[src/source/vmode_pkg.sv]
package vmode_pkg;

	// ============================================================
	// Frame geometry and memory sizes
	// ============================================================
	localparam int FRAME_WIDTH = 320;
	localparam int FRAME_HEIGHT = 240;
	localparam int PIXEL_PITCH = 320;
	localparam int VRAM_WORDS = 19200;
	localparam int PALETTE_ENTRIES = 256;

	localparam int VRAM_ADDR_W = $clog2(VRAM_WORDS);
	localparam int FB_BYTE_W = VRAM_ADDR_W + 2;
	localparam int X_W = $clog2(FRAME_WIDTH);
	localparam int Y_W = $clog2(FRAME_HEIGHT);

	// ============================================================
	// Address map and flow control
	// ============================================================
	localparam logic [31:0] PALETTE_BASE = 32'h0100_0000;
	localparam int PIXEL_CREDITS = 8;
	localparam int CREDIT_W = $clog2(PIXEL_CREDITS + 1);

	typedef logic [31:0] word_t;
	typedef logic [23:0] rgb_t;
	typedef logic [VRAM_ADDR_W-1:0] vram_addr_t;
	typedef logic [7:0] palette_index_t;

	typedef struct packed {
		logic request;
		logic rw;
		logic [31:0] address;
		word_t wdata;
	} cpu_request_t;

	typedef struct packed {
		logic ready;
		word_t rdata;
	} cpu_response_t;

	// One RAM port, palette uses the low address bits
	typedef struct packed {
		logic request;
		logic rw;
		vram_addr_t address;
		word_t wdata;
	} ram_port_t;

	typedef struct packed {
		logic valid;
		rgb_t rgb;
		logic last_in_line;
		logic last_in_frame;
	} pixel_t;

endpackage

[src/source/cpu_port_decoder.sv]
`timescale 1ns/1ps

module cpu_port_decoder import vmode_pkg::*; (
	input i_clock,
	input i_reset,

	input cpu_request_t i_cpu,
	output cpu_response_t o_cpu,

	output ram_port_t o_vram_port,
	input word_t i_vram_rdata,

	output ram_port_t o_palette_port
);

	logic is_palette;
	logic issue;
	logic pending;
	logic pending_palette;
	word_t palette_offset;
	palette_index_t palette_index;

	assign is_palette = (i_cpu.address >= PALETTE_BASE);
	assign palette_offset = i_cpu.address - PALETTE_BASE;
	assign palette_index = palette_offset[9:2];

	// A held request goes out only once
	assign issue = i_cpu.request && !pending;

	always_comb begin
		o_vram_port.request = issue && !is_palette;
		o_vram_port.rw = i_cpu.rw;
		o_vram_port.address = i_cpu.address[2 +: VRAM_ADDR_W];
		o_vram_port.wdata = i_cpu.wdata;

		// Palette port is write only
		o_palette_port.request = issue && is_palette && i_cpu.rw;
		o_palette_port.rw = 1'b1;
		o_palette_port.address = vram_addr_t'(palette_index);
		o_palette_port.wdata = i_cpu.wdata;
	end

	always_ff @(posedge i_clock) begin
		if (i_reset) begin
			pending <= 1'b0;
		end else begin
			pending <= issue;
		end
	end

	always_ff @(posedge i_clock) begin
		if (issue) begin
			pending_palette <= is_palette;
		end
	end

	// Answer lines up with the RAM read latency
	assign o_cpu.ready = pending;
	assign o_cpu.rdata = pending_palette ? '0 : i_vram_rdata;

endmodule

[config.mk]
export PLATFORM = sky130hd
export DESIGN_NAME = cpu_port_decoder
export DESIGN_NICKNAME = d
export VERILOG_FILES = /design/src/source/vmode_pkg.sv /design/src/source/cpu_port_decoder.sv
export SDC_FILE = /design/constraint.sdc
export NUM_CORES = 1
export LEC_CHECK = 0
export ABC_AREA = 1
export BUFFER_PORTS_ARGS = -buffer_cell sky130_fd_sc_hd__buf_2
export CORE_AREA = 10 10 80 82
export CTS_CLUSTER_SIZE = 40
export DETAILED_ROUTE_END_ITERATION = 10
export DIE_AREA = 0 0 90 92
export GPL_ROUTABILITY_DRIVEN = 0
export PLACE_DENSITY = 0.84
export SYNTH_ARGS = -nofsm -noshare
export SYNTH_HDL_FRONTEND = slang
export SYNTH_SLANG_ARGS = --single-unit
export TNS_END_PERCENT = 50
[constraint.sdc]
create_clock -name i_clock -period 1.1 [get_ports i_clock]
set_clock_uncertainty 0.05 [all_clocks]
set_input_delay 0.055 -clock i_clock [delete_from_list [all_inputs] [get_ports i_clock]]
set_output_delay 0.055 -clock i_clock [all_outputs]
set_load 0.05 [all_outputs]
==> impl_metrics.toml <==
[cts]
cts-root-buf = "clkbuf_8"
ctsHtreeMaxLevel = 1
clk-insertion-delay-late_ps = 210
numCtsBuffers = 3
clk_pin_slew_worst_paths_ps = 30
clock_sinks = 2
ctsLongestPathBuffers = 2
cts_tree = "done"

[setup_path]
path_buf_inv = 2
max_stage_delay_ps = 400
cp_max_fo = 32
required_ps = 1000
cp.arrival_ps = 1220
end_kind = "output pin"
worstSetupStartpointType = "register"
critPathTopFamily = "buffers and inverters"
critPathKind = "reg -> out"
path_cells = "buf_12 -> nor2_2 -> buf_6"
cpMaxStageDelayCell = "edfxtp_1"

[detailed_routing]
drcViolationCount = 0
vias_per_cell = 3.64
wl_um = 3930
first_pass_iters = 4
drt.antenna.violating_nets = 0
drt_iter0_markers = 13
vias = 889
wl_per_cell_um = 16.1

[yosys]
yosysSeqAreaShare_pct = 4.48
synth_edf_count = 1
syn_avg_cell_area_um2 = 6.11
yosys_warnings = 0
synth.area.top_cells = "buf_4, nor2_1, inv_1, buf_6, edfxtp_1"
synth_top_area_cell = "buf_4"
synth.most_common_cell = "buf_4"
synthArstFlopShare_pct = 0
synth_ff_type = "edfxtp_1"
yosysTopAreaCellShare_pct = 65.2
synthCells = 183
ys_ff_latch = 2
yosys-top-cells-count = "buf_4, nor2_1, inv_1, nand2_1, buf_6"
ys_types = 9
synth_area_um2 = 1120

[global_routing]
grt_pass1_wl_um = 5700
grt_pass1_vias = 961
antenna_found_initial = 0
overflow = 0
grt_max_degree = 33
grt.total_usage_pct = 8.46

[finish]
multi_input_area_um2 = 364
fillCellCount = 489
fin_nets = 275
fin_area_um2 = 1350
seq_area_um2 = 51.3
areaGrowthSynthToFinish_pct = 20.9
drive_above_1_share_pct = 68.4
n_antenna_cell = 0
fin_util_pct = 27.5
layoutNonFillerInstCount = 244

[power]
leakagePower_uw = 0.000726
p_int_uw = 449
ir_drop_uv = 199
p_per_area_nw_per_um2 = 559
pwr-share-comb_pct = 48.1
p_switching_uw = 307
swShare_pct = 40.6
seq_power_share_pct = 11.1
p_clk_share_pct = 40.8

[timing]
max_freq_ghz = 0.756
finalWorstSetupSlack_ps = -222
rsz0062_at_grt = "true"
period_share_pct = 120
final_hold_viol_count = 0
setup_violations = 33
final.min_clock_period_ps = 1320
slew_violations = 0
setup_tns_ps = -5250

[floorplan]
die_h_um = 92
ioPinCount = 231
die-area_um2 = 8280
core_um2 = 4910
fp-row-count = 26
die_w_um = 90
initial_core_util_pct = 22.7

[run_status]
violations = "negative setup slack"
status = "finished with violations"

[placement]
port_buffers = 79
dp_cells = 239
dp_hpwl_um = 2880
post_dp_cell_area_um2 = 1040

[run]
cap_viol_max_count = 0

[worst_hold_path]
hold_class = "in -> out"
[path summary, 6_finish.rpt]
kind / start / to / slack (ps) / cells after the start
max: pending_palette / o_cpu[28] / -220 / 3
max reg2reg: pending / pending_palette / 270 / 3
min: i_cpu[28] / o_vram_port[28] / 60 / 0
min reg2reg: pending / pending / 470 / 3
[cell usage in the layout, fill, tap and decap left out]
| cell type | count |
|---|---|
| nor2_1 | 7 |
| dlygate4sd3_1 | 1 |
| buf_8 | 9 |
| buf_6 | 25 |
| clkbuf_8 | 3 |
| conb_1 | 8 |
| nor2_2 | 16 |
| clkbuf_1 | 1 |
| nand2_2 | 1 |
| inv_2 | 1 |
| inv_1 | 34 |
| dfxtp_2 | 1 |
| edfxtp_1 | 1 |
| nor3_2 | 1 |
| nor2_4 | 16 |
| buf_2 | 45 |
| nand2_1 | 3 |
| buf_12 | 1 |
[sequential cells by signal, summed over array words and instances, names as in the netlist]
name and cells:
pending 1, pending_palette 1
[power groups by stage]
stage | Clock [µW] | Combinational [µW] | Sequential, µW
floorplan | 0 | 1100 | 84.0
global placement | 0 | 314 | 84.1
detailed placement | 0 | 318 | 84.4
CTS | 320 | 349 | 83.9
global route | 328 | 385 | 84.1
finish | 308 | 364 | 83.5
[logic make-up (layout without fill, tap and decap cells)]
logic type	Yosys count	in the layout	synth area share, %
and+or+nand+nor	44	44	14.9
DFF	2	2	4.48
buffers and inverters	135	120	80.0
other	2	8	0.672
[metrics by stage]
stage | setup slack, ps | total power, µW | hold WS, ps
floorplan | -148 | 1180 | 77.4
global placement | -70.7 | 399 | 60.4
detailed placement | -59.2 | 402 | 60.4
CTS | -193 | 754 | 60.4
global route | -263 | 797 | 60.1
finish | -222 | 756 | 60.0
[layer usage]
metal / wire (µm) / vias up / GRT usage [%]
li1: - / 392 / -
met1: 1270 / 341 / 6.81
met2: 1650 / 123 / 12.9
met3: 775 / 33 / 7.33
met4: 227 / 0 / 7.16
met5: 0 / - / 0
[final cells by class]
class / instances / area share [%]
clock buffers: 4 / 3.33
multi-input cells: 52 / 26.9
repair buffers: 81 / 49.7
flip-flops and latches: 2 / 3.80
well taps: 70 / 6.48
inverters: 35 / 9.72
[repair_timing]
action,4_1_cts,5_1_grt
endpoints found under the hold margin,1,0
pin swaps,3,1
setup endpoints to repair,34,34
resized for setup,72,9
setup buffers,0,0
hold buffers,1,0
(Power assumes the default switching activity.)
