**src/source/vmode_pkg.sv**
```systemverilog
package vmode_pkg;

	// ============================================================
	// Frame geometry and memory sizes
	// ============================================================
	localparam int FRAME_WIDTH = 320;
	localparam int FRAME_HEIGHT = 240;
	localparam int PIXEL_PITCH = 320;
	localparam int VRAM_WORDS = 19200;
	localparam int PALETTE_ENTRIES = 256;

	localparam int VRAM_ADDR_W = $clog2(VRAM_WORDS);
	localparam int FB_BYTE_W = VRAM_ADDR_W + 2;
	localparam int X_W = $clog2(FRAME_WIDTH);
	localparam int Y_W = $clog2(FRAME_HEIGHT);

	// ============================================================
	// Address map and flow control
	// ============================================================
	localparam logic [31:0] PALETTE_BASE = 32'h0100_0000;
	localparam int PIXEL_CREDITS = 8;
	localparam int CREDIT_W = $clog2(PIXEL_CREDITS + 1);

	typedef logic [31:0] word_t;
	typedef logic [23:0] rgb_t;
	typedef logic [VRAM_ADDR_W-1:0] vram_addr_t;
	typedef logic [7:0] palette_index_t;

	typedef struct packed {
		logic request;
		logic rw;
		logic [31:0] address;
		word_t wdata;
	} cpu_request_t;

	typedef struct packed {
		logic ready;
		word_t rdata;
	} cpu_response_t;

	// One RAM port, palette uses the low address bits
	typedef struct packed {
		logic request;
		logic rw;
		vram_addr_t address;
		word_t wdata;
	} ram_port_t;

	typedef struct packed {
		logic valid;
		rgb_t rgb;
		logic last_in_line;
		logic last_in_frame;
	} pixel_t;

endpackage

```
**src/source/palette_expander.sv**
```systemverilog
`timescale 1ns/1ps

module palette_expander import vmode_pkg::*; (
	input i_clock,
	input i_reset,

	input i_word_load,
	input word_t i_vram_rdata,

	input i_issue,
	input i_last_in_line,
	input i_last_in_frame,

	output ram_port_t o_palette_port,
	input rgb_t i_palette_rdata,

	output pixel_t o_pixel
);

	word_t word_q;
	logic [1:0] byte_ptr;
	palette_index_t index;
	logic valid_q;
	logic line_q;
	logic frame_q;

	always_ff @(posedge i_clock) begin
		if (i_word_load) begin
			word_q <= i_vram_rdata;
		end
	end

	// Low byte goes out first
	always_ff @(posedge i_clock) begin
		if (i_reset) begin
			byte_ptr <= '0;
		end else if (i_word_load) begin
			byte_ptr <= '0;
		end else if (i_issue) begin
			byte_ptr <= byte_ptr + 2'd1;
		end
	end

	assign index = word_q[{byte_ptr, 3'b000} +: 8];

	always_comb begin
		o_palette_port.request = i_issue;
		o_palette_port.rw = 1'b0;
		o_palette_port.address = vram_addr_t'(index);
		o_palette_port.wdata = '0;
	end

	// ============================================================
	// Flags follow the colour through the palette read
	// ============================================================
	always_ff @(posedge i_clock) begin
		if (i_reset) begin
			valid_q <= 1'b0;
		end else begin
			valid_q <= i_issue;
		end
	end

	always_ff @(posedge i_clock) begin
		line_q <= i_last_in_line;
		frame_q <= i_last_in_frame;
	end

	always_comb begin
		o_pixel.valid = valid_q;
		o_pixel.rgb = i_palette_rdata;
		o_pixel.last_in_line = line_q;
		o_pixel.last_in_frame = frame_q;
	end

endmodule

```
**config.mk**
```make
export PLATFORM = sky130hd
export DESIGN_NAME = palette_expander
export DESIGN_NICKNAME = d
export VERILOG_FILES = /design/src/source/vmode_pkg.sv /design/src/source/palette_expander.sv
export SDC_FILE = /design/constraint.sdc
export NUM_CORES = 1
export LEC_CHECK = 0
export CORE_ASPECT_RATIO = 0.9
export CORE_MARGIN = 2
export CORE_UTILIZATION = 40
export CTS_CLUSTER_SIZE = 12
export DETAILED_ROUTE_END_ITERATION = 8
export DONT_BUFFER_PORTS = 1
export GPL_TIMING_DRIVEN = 0
export MAX_ROUTING_LAYER = met4
export SYNTH_ARGS = -nofsm -noshare
export SYNTH_HDL_FRONTEND = slang
export SYNTH_SLANG_ARGS = --single-unit
```
**constraint.sdc**
```tcl
create_clock -name i_clock -period 1.4 [get_ports i_clock]
set_clock_uncertainty 0.05 [all_clocks]
set_input_delay 0.07 -clock i_clock [delete_from_list [all_inputs] [get_ports i_clock]]
set_output_delay 0.07 -clock i_clock [all_outputs]
set_load 0.1 [all_outputs]
```
==> run summary <==
outcome - finished with violations
failing checks - setup timing
CP delay by family, top - multiplexers
Hold Slack - 0.0445 ns
Slew @ Worst Pin - 0.527 ns
via count - 1072
Register Area - 0.00106 mm2
Mean Syn Cell Area - 14.9 um2
antenna diode count - 0
sequential-to-total area share from yosys stat - 58.2%
LEAKAGE - 1.12 nW
Die X - 75.2 um
fraction of layout cells with a size suffix above 1 - 42.6%
post-synthesis cell area - 0.00182 mm2
Register-to-Register Setup Slack - 0.27 ns
Iter 0 DRT Violations - 19
Synth Instances - 122
clk sinks - 37
Core Area - 0.00443 mm2
flops & latches, synth - 37
commonest cells after routing, fill and taps aside - 71 x buf_4, 40 x conb_1, 37 x dlygate4sd3_1, 32 x edfxtp_1, 8 x mux4_2
most common cell after layout, fill and taps aside - buf_4
RSZ-0062 raised after global routing - yes
setup_tns - -2.20 ns
CP peak stage delay - 0.78 ns
library cells used by synthesis - 13
Crit-path slowest cell - mux4_2
vias in the first global route - 1007
worst ir drop on vdd - 0.778 mV
Die ar. - 0.00511 mm2
yosys synthesis warning count - 0
DRC viols - 0
Placer Congestion - 0.649
pwr dens - 1320 mW/mm2
reg2reg end - byte_ptr[1]
CTS tree - done
router iterations before antenna repair - 4
Num CTS Buffers - 5
minimum clock period - 1.68 ns
Hold Startpoint - i_word_load
Final Hold Fails - 0
port bufs - 0
worst path cell trace - buf_12, mux4_2
Max clock buf depth - 2
initial antenna violation count - 0
hold crit path type - input pin to flop
Final nets - 270
Multi-input gate area - 375 um2
reg2reg start - byte_ptr[0]
first-pass GRT wire length - 4910 um
Die Ht - 68.0 um
hold-critical path depth - 2
via density per instance - 3.96
CP Class - flop to primary output
final setup fails - 8
area share of the largest cell type after synthesis - 52.7%
Worst Path Required - 1.28 ns
Buf/Inv on CP - 1
Final Cycle Share - 120%
CP startpoint kind - flop
H-tree depth - 2
Crit Path Max Fanout - 8
PnR worst setup slack - -0.284 ns
grt total ovfl - 0
WL per Instance - 13.4 um
Worst EP arrival - 1.56 ns
Reg2Reg Depth - 4
Clock Latency Late Sink - 0.28 ns
IO Pins - 138
fill cell total of the finished layout - 382
Hold EP - byte_ptr[1]
Root Driver - clkbuf_8
crit end category - primary output
all-layer global routing usage - 14.2%
Area Growth Syn to Fin - 39.8%
max cap viols - 0
Routed Antenna Nets - 0
largest net degree at the start of global routing - 35
area leader, netlist - edfxtp_1
Site Rows - 23
Max Transition Viols Final - 0
Max transition margin - 65.0%
clock slew at reported path FFs - 0.07 ns
top cells by area, synth - edfxtp_1 53%, buf_4 28%, mux4_2 8.6%
final wirelength - 3640 um
final total power - 0.00337 W
fmax - 594 MHz
initial core utilization - 41.1%
[layer usage]
metal	vias to the layer above	global-route usage, %	wire, um
met5	-	-	0
met2	90	26.5	2080
met3	6	6.19	474
li1	489	-	-
met4	0	4.61	52
met1	487	12.9	1030
[registers in the layout, indices dropped and copies added (netlist names)]
name / count
word_q: 32
byte_ptr: 2
frame_q: 1
line_q: 1
valid_q: 1
[cell usage after synthesis]
| master | count |
|---|---|
| a211oi_1 | 1 |
| a21bo_2 | 1 |
| buf_4 | 69 |
| buf_6 | 1 |
| conb_1 | 1 |
| dfxtp_1 | 5 |
| edfxtp_1 | 32 |
| mux4_1 | 1 |
| mux4_2 | 7 |
| nand3b_1 | 1 |
| nor2b_1 | 1 |
| nor3_1 | 1 |
| xnor2_1 | 1 |
[cells by family after synthesis]
kind of cell / Yosys count / share of synthesized area [%]
compound gates: 2 / 0.961
flops: 37 / 58.2
buf+inv: 70 / 29.0
simple gates: 3 / 1.03
xor+xnor: 1 / 0.481
mux: 8 / 10.1
other cells: 1 / 0.206
[through the flow]
stage          setup WS (ns)  utilization (%)  instance area, um2  instances
2_1_floorplan       -0.00986                -                1970        161
3_3_place_gp         -0.0893             46.1                2040        223
3_5_place_dp         -0.0872             46.1                2040        223
4_1_cts               -0.311             57.4                2540        271
5_1_grt               -0.328             57.5                2550        271
6_report              -0.284             57.5                2550        271
[worst max path at each step]
stage,startpoint,end,cells past startpoint
after floorplan,byte_ptr[0],o_palette_port[32],2
after global placement,byte_ptr[0],o_palette_port[32],2
after detailed placement,byte_ptr[0],o_palette_port[33],2
after CTS,byte_ptr[0],o_palette_port[33],2
after global routing,byte_ptr[0],o_palette_port[33],2
final,byte_ptr[0],o_palette_port[32],2
[area by class of cell]
| class | instances | share of cell area [%] |
|---|---|---|
| clock buffer | 8 | 3.53 |
| sequential | 37 | 41.7 |
| buffer | 70 | 21.1 |
| timing repair buffer | 40 | 15.9 |
| tap | 62 | 3.04 |
| multi-input combinational | 54 | 14.7 |
[report_power, final]
group	switching (W)	total [W]	internal [W]
Sequential	0.0000193	0.00131	0.00129
Clock	0.000340	0.000741	0.000401
Combinational	0.00107	0.00133	0.000258
Total	0.00143	0.00337	0.00195
[timing repair]
item,in CTS,in global routing
setup buffers,2,0
hold buffers,38,0
endpoints found under the hold margin,69,0
gates resized for setup,2,1
pin swaps,0,0
endpoints found under the setup margin,8,8
No activity file was read; power rests on OpenSTA's default activity.
