**src/source/vmode_pkg.sv**
```systemverilog
package vmode_pkg;

	// ============================================================
	// Frame geometry and memory sizes
	// ============================================================
	localparam int FRAME_WIDTH = 320;
	localparam int FRAME_HEIGHT = 240;
	localparam int PIXEL_PITCH = 320;
	localparam int VRAM_WORDS = 19200;
	localparam int PALETTE_ENTRIES = 256;

	localparam int VRAM_ADDR_W = $clog2(VRAM_WORDS);
	localparam int FB_BYTE_W = VRAM_ADDR_W + 2;
	localparam int X_W = $clog2(FRAME_WIDTH);
	localparam int Y_W = $clog2(FRAME_HEIGHT);

	// ============================================================
	// Address map and flow control
	// ============================================================
	localparam logic [31:0] PALETTE_BASE = 32'h0100_0000;
	localparam int PIXEL_CREDITS = 8;
	localparam int CREDIT_W = $clog2(PIXEL_CREDITS + 1);

	typedef logic [31:0] word_t;
	typedef logic [23:0] rgb_t;
	typedef logic [VRAM_ADDR_W-1:0] vram_addr_t;
	typedef logic [7:0] palette_index_t;

	typedef struct packed {
		logic request;
		logic rw;
		logic [31:0] address;
		word_t wdata;
	} cpu_request_t;

	typedef struct packed {
		logic ready;
		word_t rdata;
	} cpu_response_t;

	// One RAM port, palette uses the low address bits
	typedef struct packed {
		logic request;
		logic rw;
		vram_addr_t address;
		word_t wdata;
	} ram_port_t;

	typedef struct packed {
		logic valid;
		rgb_t rgb;
		logic last_in_line;
		logic last_in_frame;
	} pixel_t;

endpackage

```
**src/source/pixel_fetch.sv**
```systemverilog
`timescale 1ns/1ps

module pixel_fetch import vmode_pkg::*; (
	input i_clock,
	input i_reset,

	input i_frame_start,
	input i_credit_return,

	output ram_port_t o_vram_port,

	output logic o_word_load,
	output logic o_issue,
	output logic o_last_in_line,
	output logic o_last_in_frame
);

	typedef enum logic [1:0] {
		ST_IDLE,
		ST_READ,
		ST_LOAD,
		ST_ISSUE
	} state_t;

	state_t state;
	logic [X_W-1:0] x;
	logic [Y_W-1:0] y;
	logic [1:0] issue_count;
	logic [CREDIT_W-1:0] credits;
	logic [FB_BYTE_W-1:0] byte_address;

	// ============================================================
	// Raster position and word address
	// ============================================================
	assign byte_address = FB_BYTE_W'(y * PIXEL_PITCH) + FB_BYTE_W'(x);

	assign o_last_in_line = (x == X_W'(FRAME_WIDTH - 1));
	assign o_last_in_frame = o_last_in_line && (y == Y_W'(FRAME_HEIGHT - 1));

	always_comb begin
		o_vram_port.request = (state == ST_READ);
		o_vram_port.rw = 1'b0;
		o_vram_port.address = byte_address[FB_BYTE_W-1:2];
		o_vram_port.wdata = '0;
	end

	// Word arrives the cycle after the read
	assign o_word_load = (state == ST_LOAD);

	// Every issue costs one credit
	assign o_issue = (state == ST_ISSUE) && (credits != '0);

	// ============================================================
	// Fetch state machine
	// ============================================================
	always_ff @(posedge i_clock) begin
		if (i_reset) begin
			state <= ST_IDLE;
			x <= '0;
			y <= '0;
			issue_count <= '0;
		end else begin
			case (state)
				ST_IDLE: begin
					// Frame start is ignored while a frame runs
					if (i_frame_start) begin
						x <= '0;
						y <= '0;
						issue_count <= '0;
						state <= ST_READ;
					end
				end

				ST_READ: begin
					state <= ST_LOAD;
				end

				ST_LOAD: begin
					state <= ST_ISSUE;
				end

				ST_ISSUE: begin
					if (o_issue) begin
						issue_count <= issue_count + 2'd1;
						if (o_last_in_line) begin
							x <= '0;
							y <= y + Y_W'(1);
						end else begin
							x <= x + X_W'(1);
						end

						if (o_last_in_frame) begin
							state <= ST_IDLE;
						end else if (issue_count == 2'd3) begin
							state <= ST_READ;
						end
					end
				end

				default: begin
					state <= ST_IDLE;
				end
			endcase
		end
	end

	// Credit counter
	always_ff @(posedge i_clock) begin
		if (i_reset) begin
			credits <= CREDIT_W'(PIXEL_CREDITS);
		end else begin
			credits <= credits - CREDIT_W'(o_issue) + CREDIT_W'(i_credit_return);
		end
	end

endmodule

```
**config.mk**
```make
export PLATFORM = sky130hd
export DESIGN_NAME = pixel_fetch
export DESIGN_NICKNAME = d
export VERILOG_FILES = /design/src/source/vmode_pkg.sv /design/src/source/pixel_fetch.sv
export SDC_FILE = /design/constraint.sdc
export NUM_CORES = 1
export LEC_CHECK = 0
export BUFFER_PORTS_ARGS = -buffer_cell sky130_fd_sc_hd__buf_2
export CAP_MARGIN = 10
export CORE_ASPECT_RATIO = 0.9
export CORE_MARGIN = 2
export CORE_UTILIZATION = 46
export DETAILED_ROUTE_END_ITERATION = 7
export GPL_ROUTABILITY_DRIVEN = 0
export PLACE_DENSITY_LB_ADDON = 0.08
export SYNTH_ARGS = -nofsm -noshare
export SYNTH_HDL_FRONTEND = slang
export SYNTH_SLANG_ARGS = --single-unit
```
**constraint.sdc**
```tcl
create_clock -name i_clock -period 3.8 [get_ports i_clock]
set_input_delay 1.14 -clock i_clock [delete_from_list [all_inputs] [get_ports i_clock]]
set_output_delay 1.14 -clock i_clock [all_outputs]
set_load 0.03 [all_outputs]
```
==> reports/results.txt <==
GRT Util Overall -> 14.7%
Worst R2R End -> y[1]$_SDFFE_PP0P_
Max VDD drop -> 0.285 mV
Data required, critical path -> 2660 ps
Multi-input gate area -> 1560 sq um
Mapped Area -> 2300 sq um
Bufs and invs on worst path -> 1
Cells after Synth -> 270
crit start category -> register
H-tree depth -> 1
die footprint -> 5590 sq um
Tcrit/Tclk final -> 98.3%
post-route ant nets -> 0
fin. max-slew vios -> 0
delay-heaviest family, CP -> adder cells
Worst path most repeated cell -> ha_4
grt ovf -> 0
via count -> 1689
Max Root-Sink Buffers -> 2
Stages on worst setup path -> 9
CTS tree -> built
CP Class -> register to output pin
worst min path class -> register to register
port bufs -> 23
# setup viols final -> 0
global-route wire length before repair -> 6.72 mm
Placeable Area -> 4830 sq um
DR WL/cell -> 11.3 um
vias in the first global route -> 1547
critical path startpoint -> y[3]$_SDFFE_PP0P_
NumNets Final -> 318
Max Fclk -> 0.268 GHz
worst-case reg-to-reg path depth -> 7
Die Ht -> 71.1 um
Synth warnings -> 0
post-DR vias/cell -> 4.85
io pins -> 57
Cell Chain, Critical Path -> ha_4, ha_4, fa_2, a211oi_2, nor2_1, xor2_1, nand3b_1, o32ai_2, buf_4
DRC Markers -> 0
FF-to-FF Start -> state[0]$_SDFFE_PP0P_
PwrDens -> 347 nW/um^2
std cell rows -> 24
slew margin rel. -> 60.6%
Max Cap Viol -> 0
clk_lat worst skew -> 270 ps
largest fanout on the critical path -> 3
crit path time final -> 3740 ps
initial antenna violation count -> 0
post-synthesis area per instance -> 8.53 sq um
Layout Area Growth over Synthesis -> 5.22%
RSZ-0062 raised after global routing -> yes
hpwl dp -> 3.07 mm
Num CTS Buffers -> 3
R2R Setup Slk -> 1550 ps
register area -> 508 sq um
status -> completed
crit path to -> o_vram_port[46]
share of cells above drive strength 1 -> 20.5%
Iteration-0 DRC Markers -> 74
slowest cell delay on critical path -> 440 ps
final hold violation count -> 0
synthesis-stage register bit count -> 25
design area -> 2420 sq um
1st-pass router iterations -> 4
post-synthesis sequential area ratio -> 21.7%
hold buffers post-CTS -> 0
maximum number of pins on one net before global-route repair -> 21
ys flop type -> dfxtp_1
dpl cells -> 343
clk sinks -> 25
Setup TNS -> 0 ps
critical path endpoint category -> output pin
asr flop ratio synth -> 0%
actual slew at the worst max-slew pin -> 589 ps
n_diodes -> 0
Worst-path clk slew -> 80 ps
Filler cells -> 494
final wirelength -> 3.93 mm
Post-Place Cell Area -> 2270 sq um
starting density of the core -> 47.6%
Slowest cell on crit path -> fa_2
worst hold margin -> 515 ps
Leak Pwr -> 1.16 nW
utilization after layout -> 50.1%
Post-Route Skew -> 3.88 ps
Worst EP arrival -> 2600 ps
non-filler cells in the finished layout -> 348
number of flops mapped to enable cells by yosys -> 0
Root Driver -> clkbuf_8
width of the chip -> 78.6 um
library cells used by synthesis -> 53
==> per-layer routing <==
metal	GRT usage [%]	up-vias	routed length, um
met2	23.2	37	1710
met4	4.68	0	49
met5	0	-	0
li1	-	880	-
met3	2.55	5	152
met1	20.6	767	2020
==> area by class of cell <==
class,count,area share [%]
flip-flops and latches,25,21.0
inverters,15,2.32
clock buffers,4,1.86
well taps,65,3.36
multi-input cells,210,64.6
repair buffers,29,6.92
==> state kept, by name (all words and copies together), names as in the netlist <==
signal and count:
state 2, y 8, issue_count 2, credits 4
x 9
==> report_power, final <==
part / internal (W) / switching [W]
registers: 0.000286 / 0.0000224
clock network: 0.0000750 / 0.0000833
logic: 0.000120 / 0.000253
total: 0.000481 / 0.000359
==> metrics by stage <==
step	power [W]	setup WS, ps
floorplan	0.000678	224
global placement	0.000688	220
detailed placement	0.000689	186
CTS	0.000851	10.2
global route	0.000910	-110
finish	0.000840	63.4
==> cell usage after synthesis (3+ instances only) <==
cell type / number / area share (%)
a21o_1: 3 / 0.98
a21oi_1: 10 / 2.2
and3_1: 6 / 1.6
buf_4: 49 / 16
dfxtp_1: 25 / 22
fa_1: 3 / 2.6
ha_1: 27 / 15
inv_1: 14 / 2.3
nand2_1: 5 / 0.82
nand3_1: 12 / 2.6
nand4_1: 5 / 1.4
nor2_1: 26 / 4.2
nor2b_1: 3 / 0.82
nor3_1: 11 / 2.4
o21ai_0: 4 / 0.87
xnor2_1: 9 / 3.4
xor2_1: 16 / 6.1
==> worst min path at each step <==
stage / depth (start not counted) / slack [ps] / start / end
final: 2 / 510 / y[0]$_SDFFE_PP0P_ / y[0]$_SDFFE_PP0P_
after global routing: 2 / 550 / y[0]$_SDFFE_PP0P_ / y[0]$_SDFFE_PP0P_
after floorplan: 2 / 480 / issue_count[1]$_SDFFE_PP0P_ / issue_count[1]$_SDFFE_PP0P_
after detailed placement: 2 / 510 / issue_count[1]$_SDFFE_PP0P_ / issue_count[1]$_SDFFE_PP0P_
after CTS: 2 / 530 / issue_count[1]$_SDFFE_PP0P_ / issue_count[1]$_SDFFE_PP0P_
after global placement: 2 / 490 / issue_count[1]$_SDFFE_PP0P_ / issue_count[1]$_SDFFE_PP0P_
==> logic make-up (layout without fill, tap and decap cells) <==
logic type               after synthesis  in the layout  synth area share, %
other                                  1             33                0.163
XOR/XNOR                              25             25                 9.51
flip-flops                            25             25                 21.7
adder cells (fa/ha/maj)               30             30                 17.3
multiplexers                           1              1                0.435
buffers and inverters                 67             48                 19.2
AND/OR/NAND/NOR                       86             86                 21.2
AO/OA/AOI/OAI                         35             35                 10.4
==> layout by cell type, fill, tap and decap left out, drive strengths merged, types with 2 or more instances in the layout <==
cell type / netlist / layout
a211o: 2 / 2
a211oi: 2 / 2
a21o: 3 / 3
a21oi: 10 / 10
a22oi: 2 / 2
and3: 6 / 6
and4: 2 / 2
buf: 50 / 29
clkbuf: 2 / 4
conb: 1 / 33
dfxtp: 25 / 25
fa: 3 / 3
ha: 27 / 27
inv: 15 / 15
nand2: 6 / 6
nand3: 12 / 12
nand4: 6 / 6
nor2: 26 / 26
nor2b: 3 / 3
nor3: 13 / 13
o21ai: 6 / 6
or3: 3 / 3
xnor2: 9 / 9
xor2: 16 / 16
==> tightest hold or removal path, stage by stage, from the launching register on <==
cell and delay, ps:
dfxtp_4 370, nand2_1 60, a21oi_1 50
==> what timing repair did <==
action / 4_1_cts / 5_1_grt
pin swaps: 0 / 8
cloned: 0 / 0
setup buffers: 0 / 1
gates resized for setup: 6 / 19
endpoints found under the setup margin: 2 / 3
No activity file was read; power rests on OpenSTA's default activity.
